===== src/hdl/keypad_pkg.sv =====
// Timing and size constants shared by the keypad RTL and its testbench.
// Scan and debounce counts are shortened for simulation.
`default_nettype none

package keypad_pkg;

    // Matrix size
    localparam int NUM_ROWS = 4;
    localparam int NUM_COLS = 4;

    // Cycles each row is driven before the scan moves on
    localparam logic [7:0] SCAN_DWELL = 8'd16;

    // Column synchronizer depth; a new row is trusted only after this many cycles
    localparam logic [7:0] SYNC_STAGES = 8'd3;

    // Stable readings needed for press and for release
    // 60000 gives about 20 ms on a 3 MHz board
    localparam logic [15:0] DEBOUNCE_CYCLES = 16'd64;

    // Key event queue
    localparam int FIFO_DEPTH = 4;
    localparam int FIFO_AW    = 2;

endpackage

`default_nettype wire


===== src/hdl/key_debouncer.sv =====
// Accepts a key after DEBOUNCE_CYCLES steady readings and emits one push per press.
// A new press needs a full release run of DEBOUNCE_CYCLES low readings first.
`timescale 1ns/1ns
`default_nettype none

module key_debouncer
    import keypad_pkg::*;
(
    input  logic       clk,
    input  logic       rst_n,
    input  logic       hit,
    input  logic [3:0] hit_code,
    output logic       push,
    output logic [3:0] push_code,
    output logic       busy
);

    typedef enum logic [1:0] {
        IDLE,
        PRESS_WAIT,
        HELD,
        RELEASE_WAIT
    } deb_state_t;

    deb_state_t  state;
    logic [15:0] cnt;
    logic [3:0]  cand_code;

    always_ff @(posedge clk or negedge rst_n) begin
        if (!rst_n) begin
            state <= IDLE;
            cnt   <= '0;
            push  <= 1'b0;
        end else begin
            push <= 1'b0;
            case (state)
                IDLE: begin
                    if (hit) begin
                        state <= PRESS_WAIT;
                        cnt   <= '0;
                    end
                end
                PRESS_WAIT: begin
                    if (!hit) begin
                        state <= IDLE;
                    end else if (hit_code != cand_code) begin
                        cnt <= '0;              // Another key, start over
                    end else if (cnt == DEBOUNCE_CYCLES - 16'd1) begin
                        state <= HELD;
                        push  <= 1'b1;
                    end else begin
                        cnt <= cnt + 16'd1;
                    end
                end
                HELD: begin
                    if (!hit) begin
                        state <= RELEASE_WAIT;
                        cnt   <= '0;
                    end
                end
                RELEASE_WAIT: begin
                    if (hit) begin
                        state <= HELD;          // Dropout, no new event
                    end else if (cnt == DEBOUNCE_CYCLES - 16'd1) begin
                        state <= IDLE;
                    end else begin
                        cnt <= cnt + 16'd1;
                    end
                end
                default: state <= IDLE;
            endcase
        end
    end

    // Candidate follows the scanner until the press is accepted
    always_ff @(posedge clk) begin
        if (hit && (state == IDLE || state == PRESS_WAIT)) begin
            cand_code <= hit_code;
        end
    end

    assign push_code = cand_code;
    assign busy      = (state != IDLE);

endmodule

`default_nettype wire


===== src/hdl/key_event_fifo.sv =====
// Key event queue with a valid/ready read side.
// A push while full is dropped; the oldest events are kept.
`timescale 1ns/1ns
`default_nettype none

module key_event_fifo
    import keypad_pkg::*;
(
    input  logic       clk,
    input  logic       rst_n,
    input  logic       push,
    input  logic [3:0] push_code,
    output logic [3:0] key_code,
    output logic       key_valid,
    input  logic       key_ready
);

    logic [3:0]         mem [FIFO_DEPTH];
    logic [FIFO_AW-1:0] wr_ptr;
    logic [FIFO_AW-1:0] rd_ptr;
    logic [FIFO_AW:0]   count;
    logic               full;
    logic               do_push;
    logic               do_pop;

    assign full    = (count == (FIFO_AW + 1)'(FIFO_DEPTH));
    assign do_push = push && !full;
    assign do_pop  = key_valid && key_ready;

    always_ff @(posedge clk) begin
        if (do_push) begin
            mem[wr_ptr] <= push_code;
        end
    end

    // Pointers wrap with the depth a power of two
    always_ff @(posedge clk or negedge rst_n) begin
        if (!rst_n) begin
            wr_ptr <= '0;
            rd_ptr <= '0;
            count  <= '0;
        end else begin
            if (do_push) begin
                wr_ptr <= wr_ptr + 1'b1;
            end
            if (do_pop) begin
                rd_ptr <= rd_ptr + 1'b1;
            end
            case ({do_push, do_pop})
                2'b10:   count <= count + 1'b1;
                2'b01:   count <= count - 1'b1;
                default: count <= count;
            endcase
        end
    end

    assign key_valid = (count != '0);
    assign key_code  = mem[rd_ptr];         // Held until popped

endmodule

`default_nettype wire


===== src/hdl/keypad_scanner.sv =====
// Drives one row low at a time and decodes a low column to a hex key code.
// Only one key per row is reported; the lowest column wins.
`timescale 1ns/1ns
`default_nettype none

module keypad_scanner
    import keypad_pkg::*;
(
    input  logic                clk,
    input  logic                rst_n,
    input  logic [NUM_COLS-1:0] keypad_cols,
    output logic [NUM_ROWS-1:0] keypad_rows,
    output logic                hit,
    output logic [3:0]          hit_code
);

    logic [NUM_ROWS-1:0] row_q;
    logic [7:0]          dwell_cnt;
    logic [NUM_COLS-1:0] cols_s1;
    logic [NUM_COLS-1:0] cols_s2;
    logic [NUM_COLS-1:0] cols_s3;
    logic                settled;
    logic                col_low;
    logic [1:0]          row_idx;
    logic [1:0]          col_idx;

    // Layout 1 2 3 C / 4 5 6 D / 7 8 9 E / A 0 B F
    function automatic logic [3:0] key_lookup(input logic [1:0] r, input logic [1:0] c);
        logic [3:0] code;
        case ({r, c})
            4'h0: code = 4'h1;
            4'h1: code = 4'h2;
            4'h2: code = 4'h3;
            4'h3: code = 4'hc;
            4'h4: code = 4'h4;
            4'h5: code = 4'h5;
            4'h6: code = 4'h6;
            4'h7: code = 4'hd;
            4'h8: code = 4'h7;
            4'h9: code = 4'h8;
            4'ha: code = 4'h9;
            4'hb: code = 4'he;
            4'hc: code = 4'ha;
            4'hd: code = 4'h0;
            4'he: code = 4'hb;
            4'hf: code = 4'hf;
        endcase
        return code;
    endfunction

    // Columns idle high through the pull-ups
    always_ff @(posedge clk or negedge rst_n) begin
        if (!rst_n) begin
            cols_s1 <= '1;
            cols_s2 <= '1;
            cols_s3 <= '1;
        end else begin
            cols_s1 <= keypad_cols;
            cols_s2 <= cols_s1;
            cols_s3 <= cols_s2;
        end
    end

    // Rotation freezes while a key in the current row is seen
    always_ff @(posedge clk or negedge rst_n) begin
        if (!rst_n) begin
            row_q     <= {{(NUM_ROWS-1){1'b0}}, 1'b1};
            dwell_cnt <= '0;
        end else if (!hit) begin
            if (dwell_cnt == SCAN_DWELL - 8'd1) begin
                row_q     <= {row_q[NUM_ROWS-2:0], row_q[NUM_ROWS-1]};
                dwell_cnt <= '0;
            end else begin
                dwell_cnt <= dwell_cnt + 8'd1;
            end
        end
    end

    assign keypad_rows = ~row_q;            // Active low drive

    // Synchronizer still holds the previous row's columns until then
    assign settled = (dwell_cnt >= SYNC_STAGES);

    always_comb begin
        row_idx = 2'd0;
        for (int i = 0; i < NUM_ROWS; i++) begin
            if (row_q[i]) begin
                row_idx = 2'(i);
            end
        end
    end

    always_comb begin
        col_low = 1'b0;
        col_idx = 2'd0;
        for (int i = NUM_COLS - 1; i >= 0; i--) begin
            if (!cols_s3[i]) begin
                col_low = 1'b1;
                col_idx = 2'(i);            // Last write is the lowest column
            end
        end
    end

    assign hit      = settled && col_low;
    assign hit_code = key_lookup(row_idx, col_idx);

endmodule

`default_nettype wire


===== src/hdl/keypad_top.sv =====
// 4x4 hex keypad interface with one event per debounced press.
// Rows are driven active low; columns need external pull-ups.
`timescale 1ns/1ns
`default_nettype none

module keypad_top (
    input  logic       clk,
    input  logic       rst_n,
    output logic [3:0] keypad_rows,
    input  logic [3:0] keypad_cols,
    output logic [3:0] key_code,
    output logic       key_valid,
    input  logic       key_ready,
    output logic       busy
);

    logic       hit;
    logic [3:0] hit_code;
    logic       push;
    logic [3:0] push_code;

    keypad_scanner u_scanner (
        .clk         (clk),
        .rst_n       (rst_n),
        .keypad_cols (keypad_cols),
        .keypad_rows (keypad_rows),
        .hit         (hit),
        .hit_code    (hit_code)
    );

    key_debouncer u_debouncer (
        .clk       (clk),
        .rst_n     (rst_n),
        .hit       (hit),
        .hit_code  (hit_code),
        .push      (push),
        .push_code (push_code),
        .busy      (busy)
    );

    key_event_fifo u_fifo (
        .clk       (clk),
        .rst_n     (rst_n),
        .push      (push),
        .push_code (push_code),
        .key_code  (key_code),
        .key_valid (key_valid),
        .key_ready (key_ready)
    );

endmodule

`default_nettype wire


===== config.mk =====
export PLATFORM = sky130hd
export DESIGN_NAME = keypad_top
export DESIGN_NICKNAME = d
export VERILOG_FILES = /design/src/hdl/keypad_pkg.sv /design/src/hdl/key_debouncer.sv /design/src/hdl/key_event_fifo.sv /design/src/hdl/keypad_scanner.sv /design/src/hdl/keypad_top.sv
export SDC_FILE = /design/constraint.sdc
export NUM_CORES = 1
export LEC_CHECK = 0
export BUFFER_PORTS_ARGS = -buffer_cell sky130_fd_sc_hd__buf_4
export CAP_MARGIN = 20
export CORE_ASPECT_RATIO = 0.75
export CORE_MARGIN = 2
export CORE_UTILIZATION = 29
export DETAILED_ROUTE_END_ITERATION = 7
export PLACE_DENSITY = 0.48
export RECOVER_POWER = 25
export SYNTH_ARGS = -nofsm -noshare
export SYNTH_HDL_FRONTEND = slang
export SYNTH_SLANG_ARGS = --single-unit

===== constraint.sdc =====
create_clock -name clk -period 2.75 [get_ports clk]
set_input_delay 0.55 -clock clk [delete_from_list [all_inputs] [get_ports clk]]
set_output_delay 0.55 -clock clk [all_outputs]
set_load 0.01 [all_outputs]

Word level (Yosys, flattened, before mapping)
Memories as Yosys holds them, arrays and structs flattened.
Cells that the tools add are included.

storage, ports and cells
  register bits after elaboration = 54
  logic and storage cells = 86
  memory bits (writable) = 16
  bits of input ports = 7
  ROM bits = 64
  output and inout bits = 10
  memories kept = 2

memories
  name             words  width  read ports  clocked after Yosys merged registers in  wr ports  line                  RTL
  (no name shown)  16     4      1           0                                        0         keypad_scanner.sv:30  case ({r, c})
  u_fifo.mem       4      4      1           0                                        1         key_event_fifo.sv:18  logic [3:0] mem [FIFO_DEPTH];

cells by class
  eq/ne operators = 16
  bitwise logic cells = 2
  $lt $le $gt $ge = 1
  reductions and logical operators = 13
  muxes and demuxes = 34
  $add $sub $neg = 6

operator list
  kind                                                               number
  2-to-1 mux 16 bit                                                  6
  one-hot mux 16 bit (4 select lines)                                1
  2-to-1 mux 2 bit                                                   13
  adder 16 x 1 -> 16 bit, second input constant                      1
  == test 16 x 6 -> 1 bit, second input constant                     1
  2-to-1 mux 1 bit                                                   11
  adder 8 x 1 -> 8 bit, second input constant                        1
  == test 8 x 4 -> 1 bit, second input constant                      1
  greater-or-equal comparator 8 x 2 -> 1 bit, second input constant  1
  2-to-1 mux 8 bit                                                   1
  one-hot mux 2 bit (4 select lines)                                 1
  == test 2 bit, second input constant                               3
  != test 3 bit, second input constant                               2
  one-hot mux 3 bit (2 select lines)                                 1
  AND reduction 5 bit                                                1
  adder 2 x 1 -> 2 bit, second input constant                        2
  == test 2 x 1 -> 1 bit, second input constant                      2
  logical AND 1 bit                                                  4
  != test 2 x 1 -> 1 bit, second input constant                      2
  != test 2 bit, second input constant                               2
  != test 4 bit                                                      1
  inverter 4 bit                                                     1
  AND reduction 4 bit                                                1
  nonzero test 2 bit                                                 2
  10 further kinds                                                   10

Longest topological paths before layout
Gate-level depths: netlist (run 1).
An unclocked memory read counts as a cell.

  depth after elaboration = 9
  depth in mapped cells = 12
  gate-level depth less buffers = 11

Hierarchy
A second synthesis (run 1) with hierarchy kept.

unflattened totals
  cells, all modules = 272
  area total of the unflattened synthesis = 3,305.7 um^2

modules (own cells, without submodules)
  module          cells an instance  instances  seq. area each (um^2)  area each (um^2)
  key_debouncer   118                1          595.6                  1,203.7
  keypad_scanner  96                 1          616.8                  1,084.8
  key_event_fifo  58                 1          655.6                  1,017.2

Least setup slack after synthesis (run 1)
Ideal clock, no wire load.

  path kind = reg2reg
  from = register u_scanner.cols_s3[2]
  to = register u_debouncer.cnt[10]
  period minus slack after synthesis = 2,590 ps
  cell stages (with the launch flop) = 13
  arrival = 2,510 ps
  data required time = 2,670 ps
  path buffers = 1
  setup time = 80 ps
  path slack = 160 ps
  cell sequence = dfstp_2 inv_1 o21ai_0 nand2_1 inv_1 ha_1 nor3b_1 a211oi_1 a31o_2 a211o_1 o21a_1 buf_2 nor3_2

on the way
  word-level cells in the longest chain between the ends = 8
  elaborated cells between the ends (all ways) = 17
  those cells by class = eq/ne: 5; mux: 9; reduce/logical: 2; memory: 1

ends and longest elaborated chain
  element                              line                  RTL
  from (decl)                          keypad_scanner.sv:21  logic [NUM_COLS-1:0] cols_s3;
  from (signal assigned)               keypad_scanner.sv:60  cols_s3 <= cols_s2;
  2-to-1 mux 2 bit (3 in a row)        keypad_scanner.sv:97  if (!cols_s3[i]) begin
  memory read (16 x 4 bit)             -
  != test 4 bit                        key_debouncer.sv:46   end else if (hit_code != cand_code) begin
  2-to-1 mux 16 bit                    key_debouncer.sv:46
  2-to-1 mux 16 bit                    key_debouncer.sv:44   if (!hit) begin
  one-hot mux 16 bit (4 select lines)  key_debouncer.sv:36   case (state)
  to (signal assigned)                 key_debouncer.sv:52   cnt <= cnt + 16'd1;
  to (signal assigned)                 key_debouncer.sv:67   cnt <= cnt + 16'd1;
  to (decl)                            key_debouncer.sv:26   logic [15:0] cnt;

Parallel ways exist; a longest one is shown, timed or not. The select of a mux whose other input is x is not followed.
A chain may end at the register's enable or synchronous reset.

Worst setup path after layout (run 1)
  from = register u_scanner.cols_s3[3]
  to = register u_debouncer.cnt[1]

on the way
  word-level cells in the longest chain between the ends = 9
  elaborated cells between the ends (all ways) = 19
  those cells by class = eq/ne: 5; mux: 11; reduce/logical: 2; memory: 1

ends and longest elaborated chain
  element                              line
  2-to-1 mux 2 bit (4 in a row)        keypad_scanner.sv:97
  memory read (16 x 4 bit)             -
  != test 4 bit                        key_debouncer.sv:46
  2-to-1 mux 16 bit                    key_debouncer.sv:46
  2-to-1 mux 16 bit                    key_debouncer.sv:44
  one-hot mux 16 bit (4 select lines)  key_debouncer.sv:36

Parallel ways exist; a longest one is shown, timed or not. The select of a mux whose other input is x is not followed.

==> results.cfg, run 1 <==
[sta]
clock.fmax_mhz = 383.9
drv_slew = 0
period_minus_slack_ps = 2605
period_share_pct = 94.73
finalSetupViolations = 0
maxSlewHeadroom_pct = 12.44
setup_ws_ps = 145.0
skew_ps = 8.690
hold_viol = 0
worst_slew_pin_slew_ps = 1313

[clocking]
cts_buffer_depth = 2
clk_latency_ps = 330
clk_pin_slew_ps = 60
hold_buffers = 0
tritoncts = done
cts_max_level = 3
cts_buffers = 9
cts.sinks = 70
cts_root_buffer = clkbuf_16

[placement]
placed_cell_area_sq_mm = 0.003840
dpl.cell_count = 480
hpwlAfterDp_um = 4548
dp_slack_ps = 65.24
portBuffers = 16
routabilityCongestion = 0.7545

[routing]
drt_iter0_markers = 126
viasPerCell = 4.575
ant_nets = 0
wl_um = 6612
wire_per_inst_um = 13.30
drt-pass1-iter-count = 4
via_count = 2274
drc = 0

[job]
maxCapViolations = 0

[floorplanning]
die_y_um = 99.17
dieArea_sq_mm = 0.01298
rows = 34
fp.dieW_um = 130.9
io_pins = 17
initial_core_util_pct = 29.94
core_sq_mm = 0.01170

[cells_and_area]
design_area_sq_mm = 0.004155
nNetsFinal = 348
syn2layout_area_growth_pct = 18.65
drive_gt1_share_pct = 25.07
fillers = 1169
fin_util_pct = 35.52
final_cells = 497
antenna_cells = 0

[synthesis]
ys_seq_area_share_pct = 53.34
synth_common_cells = dfrtp_1, nand2_1, inv_1
synth_seq_cells = 70
yosysUniqueCellTypes = 46
yosysTopAreaCellShare_pct = 26.44
netlist_instances = 305
synth_enable_flop_cells = 20
synth_flop_cell = dfrtp_1
synth_area_leaders = dfrtp_1, edfxtp_1, dfstp_2, xor2_1, ha_1
syn_nets = 323
ys_warn_count = 0
synth_area_per_cell_sq_um = 11.48
syn_area_sq_mm = 0.003502
synth_top_area_cell = dfrtp_1
synth.most_common_cell = dfrtp_1
async_flop_share_pct = 71.43

[power_and_ir_drop]
total_power_mw = 3.516
power_density_mw_per_mm2 = 846.2
max-vdd-ir-drop_v = 0.0003577
p_leak_nw = 1.728

[worst_setup_path]
path_max_fanout = 13
cp-end-kind = register
worst-setup-path-type = register to register
required_ps = 3000
cp-start-kind = register
worstPathArrival_ps = 2850

[global_routing]
antenna_found_initial = 0
grt_max_degree = 51
grt_pass1_wl_um = 11010
grt_util_all_layers_pct = 11.11
grt_pass1_vias = 2204
grt_remaining_overflow = 0

[outcome]
outcome = complete, no violations

[min_path]
worstHoldPathType = primary input to register
-- path summary, 6_finish.rpt --
| path | startpoint | endpoint | slack, ps | cells after the start |
|---|---|---|---|---|
| max reg2reg | u_scanner.cols_s3[3]$_DFF_PN1_ | u_debouncer.cnt[1]$_DFFE_PN0P_ | 140 | 11 |
| min | keypad_cols[2] | u_scanner.cols_s1[2]$_DFF_PN1_ | 330 | 1 |
| max | u_scanner.cols_s3[3]$_DFF_PN1_ | u_debouncer.cnt[1]$_DFFE_PN0P_ | 140 | 11 |
| min reg2reg | u_scanner.cols_s2[1]$_DFF_PN1_ | u_scanner.cols_s3[1]$_DFF_PN1_ | 340 | 0 |
| min in group asynchronous | rst_n | u_scanner.dwell_cnt[1]$_DFFE_PN0N_ | 510 | 1 |
| max in group asynchronous | rst_n | u_fifo.count[1]$_DFFE_PN0P_ | 1450 | 1 |
-- repair_timing --
| action | 4_1_cts | 5_1_grt |
|---|---|---|
| setup buffers | 0 | 1 |
| resized for setup | 0 | 8 |
| setup endpoints to repair | 0 | 19 |
-- worst max-delay path, stage by stage (launching register included) --
cell and delay, ps:
dfstp_2 560, nand2_1 70, nand3_1 120, inv_1 90
ha_1 320, nor3b_2 180, a211oi_1 70, a31o_2 240
a211o_1 310, o21a_1 210, buf_12 160, nor3_1 170
-- placed cells by master (no fill, tap or decap), drive strengths merged, types with 3 or more instances in the layout --
cell type / n
a21oi: 5
and2: 7
and3: 9
buf: 21
clkbuf: 18
dfrtp: 37
dfstp: 13
edfxtp: 20
ha: 10
inv: 21
mux2i: 8
mux4: 4
nand2: 24
nand3: 12
nand3b: 4
nand4: 15
nor2: 8
nor2b: 5
nor3: 21
nor4: 5
o21ai: 9
or2: 3
xnor2: 11
xor2: 16
-- state kept, by name (all words and copies together) (netlist names), named ones only --
signal	cells
u_fifo.wr_ptr	2
u_fifo.count	3
u_scanner.cols_s3	4
u_debouncer.cnt	16
u_scanner.row_q	4
u_scanner.dwell_cnt	8
u_fifo.mem	16
u_fifo.rd_ptr	2
u_scanner.cols_s1	4
u_debouncer.push_code	4
u_debouncer.push	1
u_scanner.cols_s2	4
u_debouncer.state	1
-- stage by stage --
step / setup TNS (ps) / hold WS (ps)
4_1_cts: 0 / 285.6
6_report: 0 / 331.3
5_1_grt: -257.9 / 315.4
3_3_place_gp: 0 / 346.6
3_5_place_dp: 0 / 346.8
2_1_floorplan: 0 / 254.4
-- cells by family (layout without fill, tap and decap cells) --
logic type	Yosys count	in the layout	share of synthesized area (%)
buf+inv	33	63	4.109
fa+ha+maj	11	11	4.144
compound gates	31	31	6.610
mux	13	13	5.181
xor+xnor	27	27	6.752
simple gates	120	120	19.86
flops	70	70	53.34
-- cell type report --
class	instances	area [sq um]	area share, %
clock buffers	13	260.3	6.263
clock inverters	3	18.77	0.4517
inverters	21	78.83	1.897
multi-input cells	202	1521	36.62
flip-flops and latches	70	1868	44.96
well taps	162	202.7	4.878
repair buffers	26	205.2	4.938
-- per-layer routing --
metal  GRT usage [%]  wire length, um  vias to the layer above  part of all wire [%]
met4           4.173              103                        0                   1.6
met5               0                0                        -                     0
li1                -                -                     1136                     -
met3           4.088              343                       11                   5.2
met2           15.10             2645                       45                    40
met1           16.05             3519                     1082                    53
-- power breakdown --
part           switching, mW  leakage, nW  total [mW]  internal, mW
combinational          0.575        0.783        1.04         0.463
clock                  0.420        0.130        1.08         0.657
sequential             0.158        0.816        1.40          1.24
total                   1.15         1.73        3.52          2.36
Power figures use the tool's default switching activity.
==> run 2: changes to the inputs <==
ABC_AREA = 1   (was default)
==> results.cfg, run 2 <==
[worst_setup_path]
reg2reg_to = u_debouncer.cnt[0]$_DFFE_PN0P_
worst-setup-path-type = register to register
crit_path_frequent_cell = nand2_1
worstPathArrival_ps = 2650
r2r-start = u_scanner.cols_s3[1]$_DFF_PN1_
required_ps = 3010
r2r_slack_ps = 360
r2r_cells = 17
path_max_fanout = 14
cp_slowest_stage_delay_ps = 520
slowest_stage = dfstp_2
cp-start-kind = register
path_buf_inv = 3
crit_cells = 17
critPathTopFamily = simple AND/OR/NAND/NOR gates
timing.critical_path.cells = inv_1, nand2_1, inv_1, a31oi_2, inv_1, ha_1, nand3_1, nand2_1, nand2_1, nand2_1, nand2_1, nand2_1, nor2_1, nand2_2, nand2_4, nand2_1, a21oi_1
cp-end-kind = register

[sta]
worst_slew_pin_slew_ps = 1259
skew_ps = 7.287
period_minus_slack_ps = 2391
finalSetupViolations = 0
rsz0062_at_grt = false
setup_tns_ps = 0
hold_viol = 0
clock.fmax_mhz = 418.2
drv_slew = 0
maxSlewHeadroom_pct = 16.07
period_share_pct = 86.95

[global_routing]
grt_remaining_overflow = 0
grt_pass1_wl_um = 11410
grt_max_degree = 51
grt_pass1_vias = 2423
grt_util_all_layers_pct = 11.19
antenna_found_initial = 0

[floorplanning]
initial_core_util_pct = 30.03
core_sq_mm = 0.01170
die_y_um = 99.32
rows = 34
io_pins = 17
dieArea_sq_mm = 0.01302
fp.dieW_um = 131.1

[synthesis]
synth_area_per_cell_sq_um = 9.009
ys_seq_area_share_pct = 53.17
synth_flop_cell = dfrtp_1
ys_warn_count = 0
synth_enable_flop_cells = 20
syn_nets = 408
netlist_instances = 390
syn_area_sq_mm = 0.003513
synth.most_common_cell = nand2_1
async_flop_share_pct = 71.43
synth_area_leaders = dfrtp_1, edfxtp_1, dfstp_2, nand2_1, inv_1
synth_top_area_cell = dfrtp_1
synth_seq_cells = 70
synth_common_cells = nand2_1, inv_1, nor2_1
yosysTopAreaCellShare_pct = 26.35
yosysUniqueCellTypes = 32

[cells_and_area]
fin_util_pct = 34.98
antenna_cells = 0
top_regs = u_debouncer.cnt x16, u_fifo.mem x16, u_scanner.dwell_cnt x8
final_common_cell = nand2_1
syn2layout_area_growth_pct = 16.49
nNetsFinal = 433
drive_gt1_share_pct = 16.67
fillers = 1201
final_cell_mix = nand2_1, inv_1, nor2_1, dfrtp_1, nand3_1

[clocking]
cts_buffer_depth = 2
cts_buffers = 9
cts_max_level = 3
clk_latency_ps = 330
hold_buffers = 0
clk_pin_slew_ps = 60
tritoncts = done
cts_setup_buffers = 0
cts_root_buffer = clkbuf_16
cts.sinks = 70

[power_and_ir_drop]
p_leak_nw = 1.819
max-vdd-ir-drop_v = 0.0003665
power_density_mw_per_mm2 = 873.0

[min_path]
hp-start = keypad_cols[3]
min_to = u_scanner.cols_s1[3]$_DFF_PN1_
worstHoldPathType = primary input to register
min_path_cells = 1

[routing]
drc = 0
viasPerCell = 4.253
ant_nets = 0
drt_iter0_markers = 77
via_count = 2475
wire_per_inst_um = 11.10
wl_um = 6458
drt-pass1-iter-count = 4

[placement]
hpwlAfterDp_um = 4656
routabilityCongestion = 0.7983
portBuffers = 16

[job]
maxCapViolations = 0

[outcome]
outcome = complete, no violations
## run 2: area by class of cell
type	count	area (sq um)	area share, %
clock buffer	9	225.2	5.503
clock inverter	7	40.04	0.9783
inverter	57	214.0	5.228
multi-input combinational	259	1410	34.45
sequential	70	1868	45.64
tap	162	202.7	4.953
timing repair buffer	18	132.6	3.241
## run 2: worst max-delay path by stage
stage / from / endpoint
after floorplan: u_scanner.cols_s3[1]$_DFF_PN1_ / u_debouncer.cnt[4]$_DFFE_PN0P_
after global placement: u_scanner.cols_s3[1]$_DFF_PN1_ / u_debouncer.cnt[15]$_DFFE_PN0P_
after detailed placement: u_scanner.cols_s3[1]$_DFF_PN1_ / u_debouncer.cnt[15]$_DFFE_PN0P_
after CTS: u_scanner.cols_s3[1]$_DFF_PN1_ / u_debouncer.cnt[0]$_DFFE_PN0P_
after global routing: u_scanner.cols_s3[1]$_DFF_PN1_ / u_debouncer.cnt[0]$_DFFE_PN0P_
final: u_scanner.cols_s3[1]$_DFF_PN1_ / u_debouncer.cnt[0]$_DFFE_PN0P_
## run 2: kinds of logic (layout without fill, tap and decap cells)
| family | count (synthesis) | after routing | synth area share, % |
|---|---|---|---|
| xor gates and xnor gates | 18 | 18 | 4.487 |
| adders and majority gates | 11 | 11 | 4.131 |
| AOI/OAI and AO/OA | 51 | 51 | 8.049 |
| DFF | 70 | 70 | 53.17 |
| and+or+nand+nor | 179 | 179 | 23.29 |
| buffers and inverters | 61 | 91 | 6.873 |
## run 2: metrics by stage
step	area, sq um	hold slack (ps)	cells	total power, mW	worst slack [ps]
3_5_place_dp	3824	346.8	566	2.566	300.9
2_1_floorplan	3513	254.4	390	2.240	583.7
5_1_grt	4093	312.9	582	3.860	49.97
6_report	4093	330.1	582	3.573	358.8
3_3_place_gp	3824	347.2	566	2.552	359.2
4_1_cts	4089	262.7	582	3.636	277.1
## run 2: what timing repair did
item	CTS	global route
setup endpoints to repair	0	2
resized for setup	0	1
endpoints found under the hold margin	0	0
## run 2: routing by layer
layer,vias to the layer above,global-route usage (%),routed length (um)
li1,1316,-,-
met3,11,3.228,238
met2,34,15.82,2634
met5,-,0,0
met4,0,4.910,112
met1,1114,15.87,3473
## run 2: power by group
part           internal, mW  switching (mW)
Combinational         0.367           0.724
Sequential             1.28           0.170
Clock                 0.603           0.431
Total                  2.25            1.32
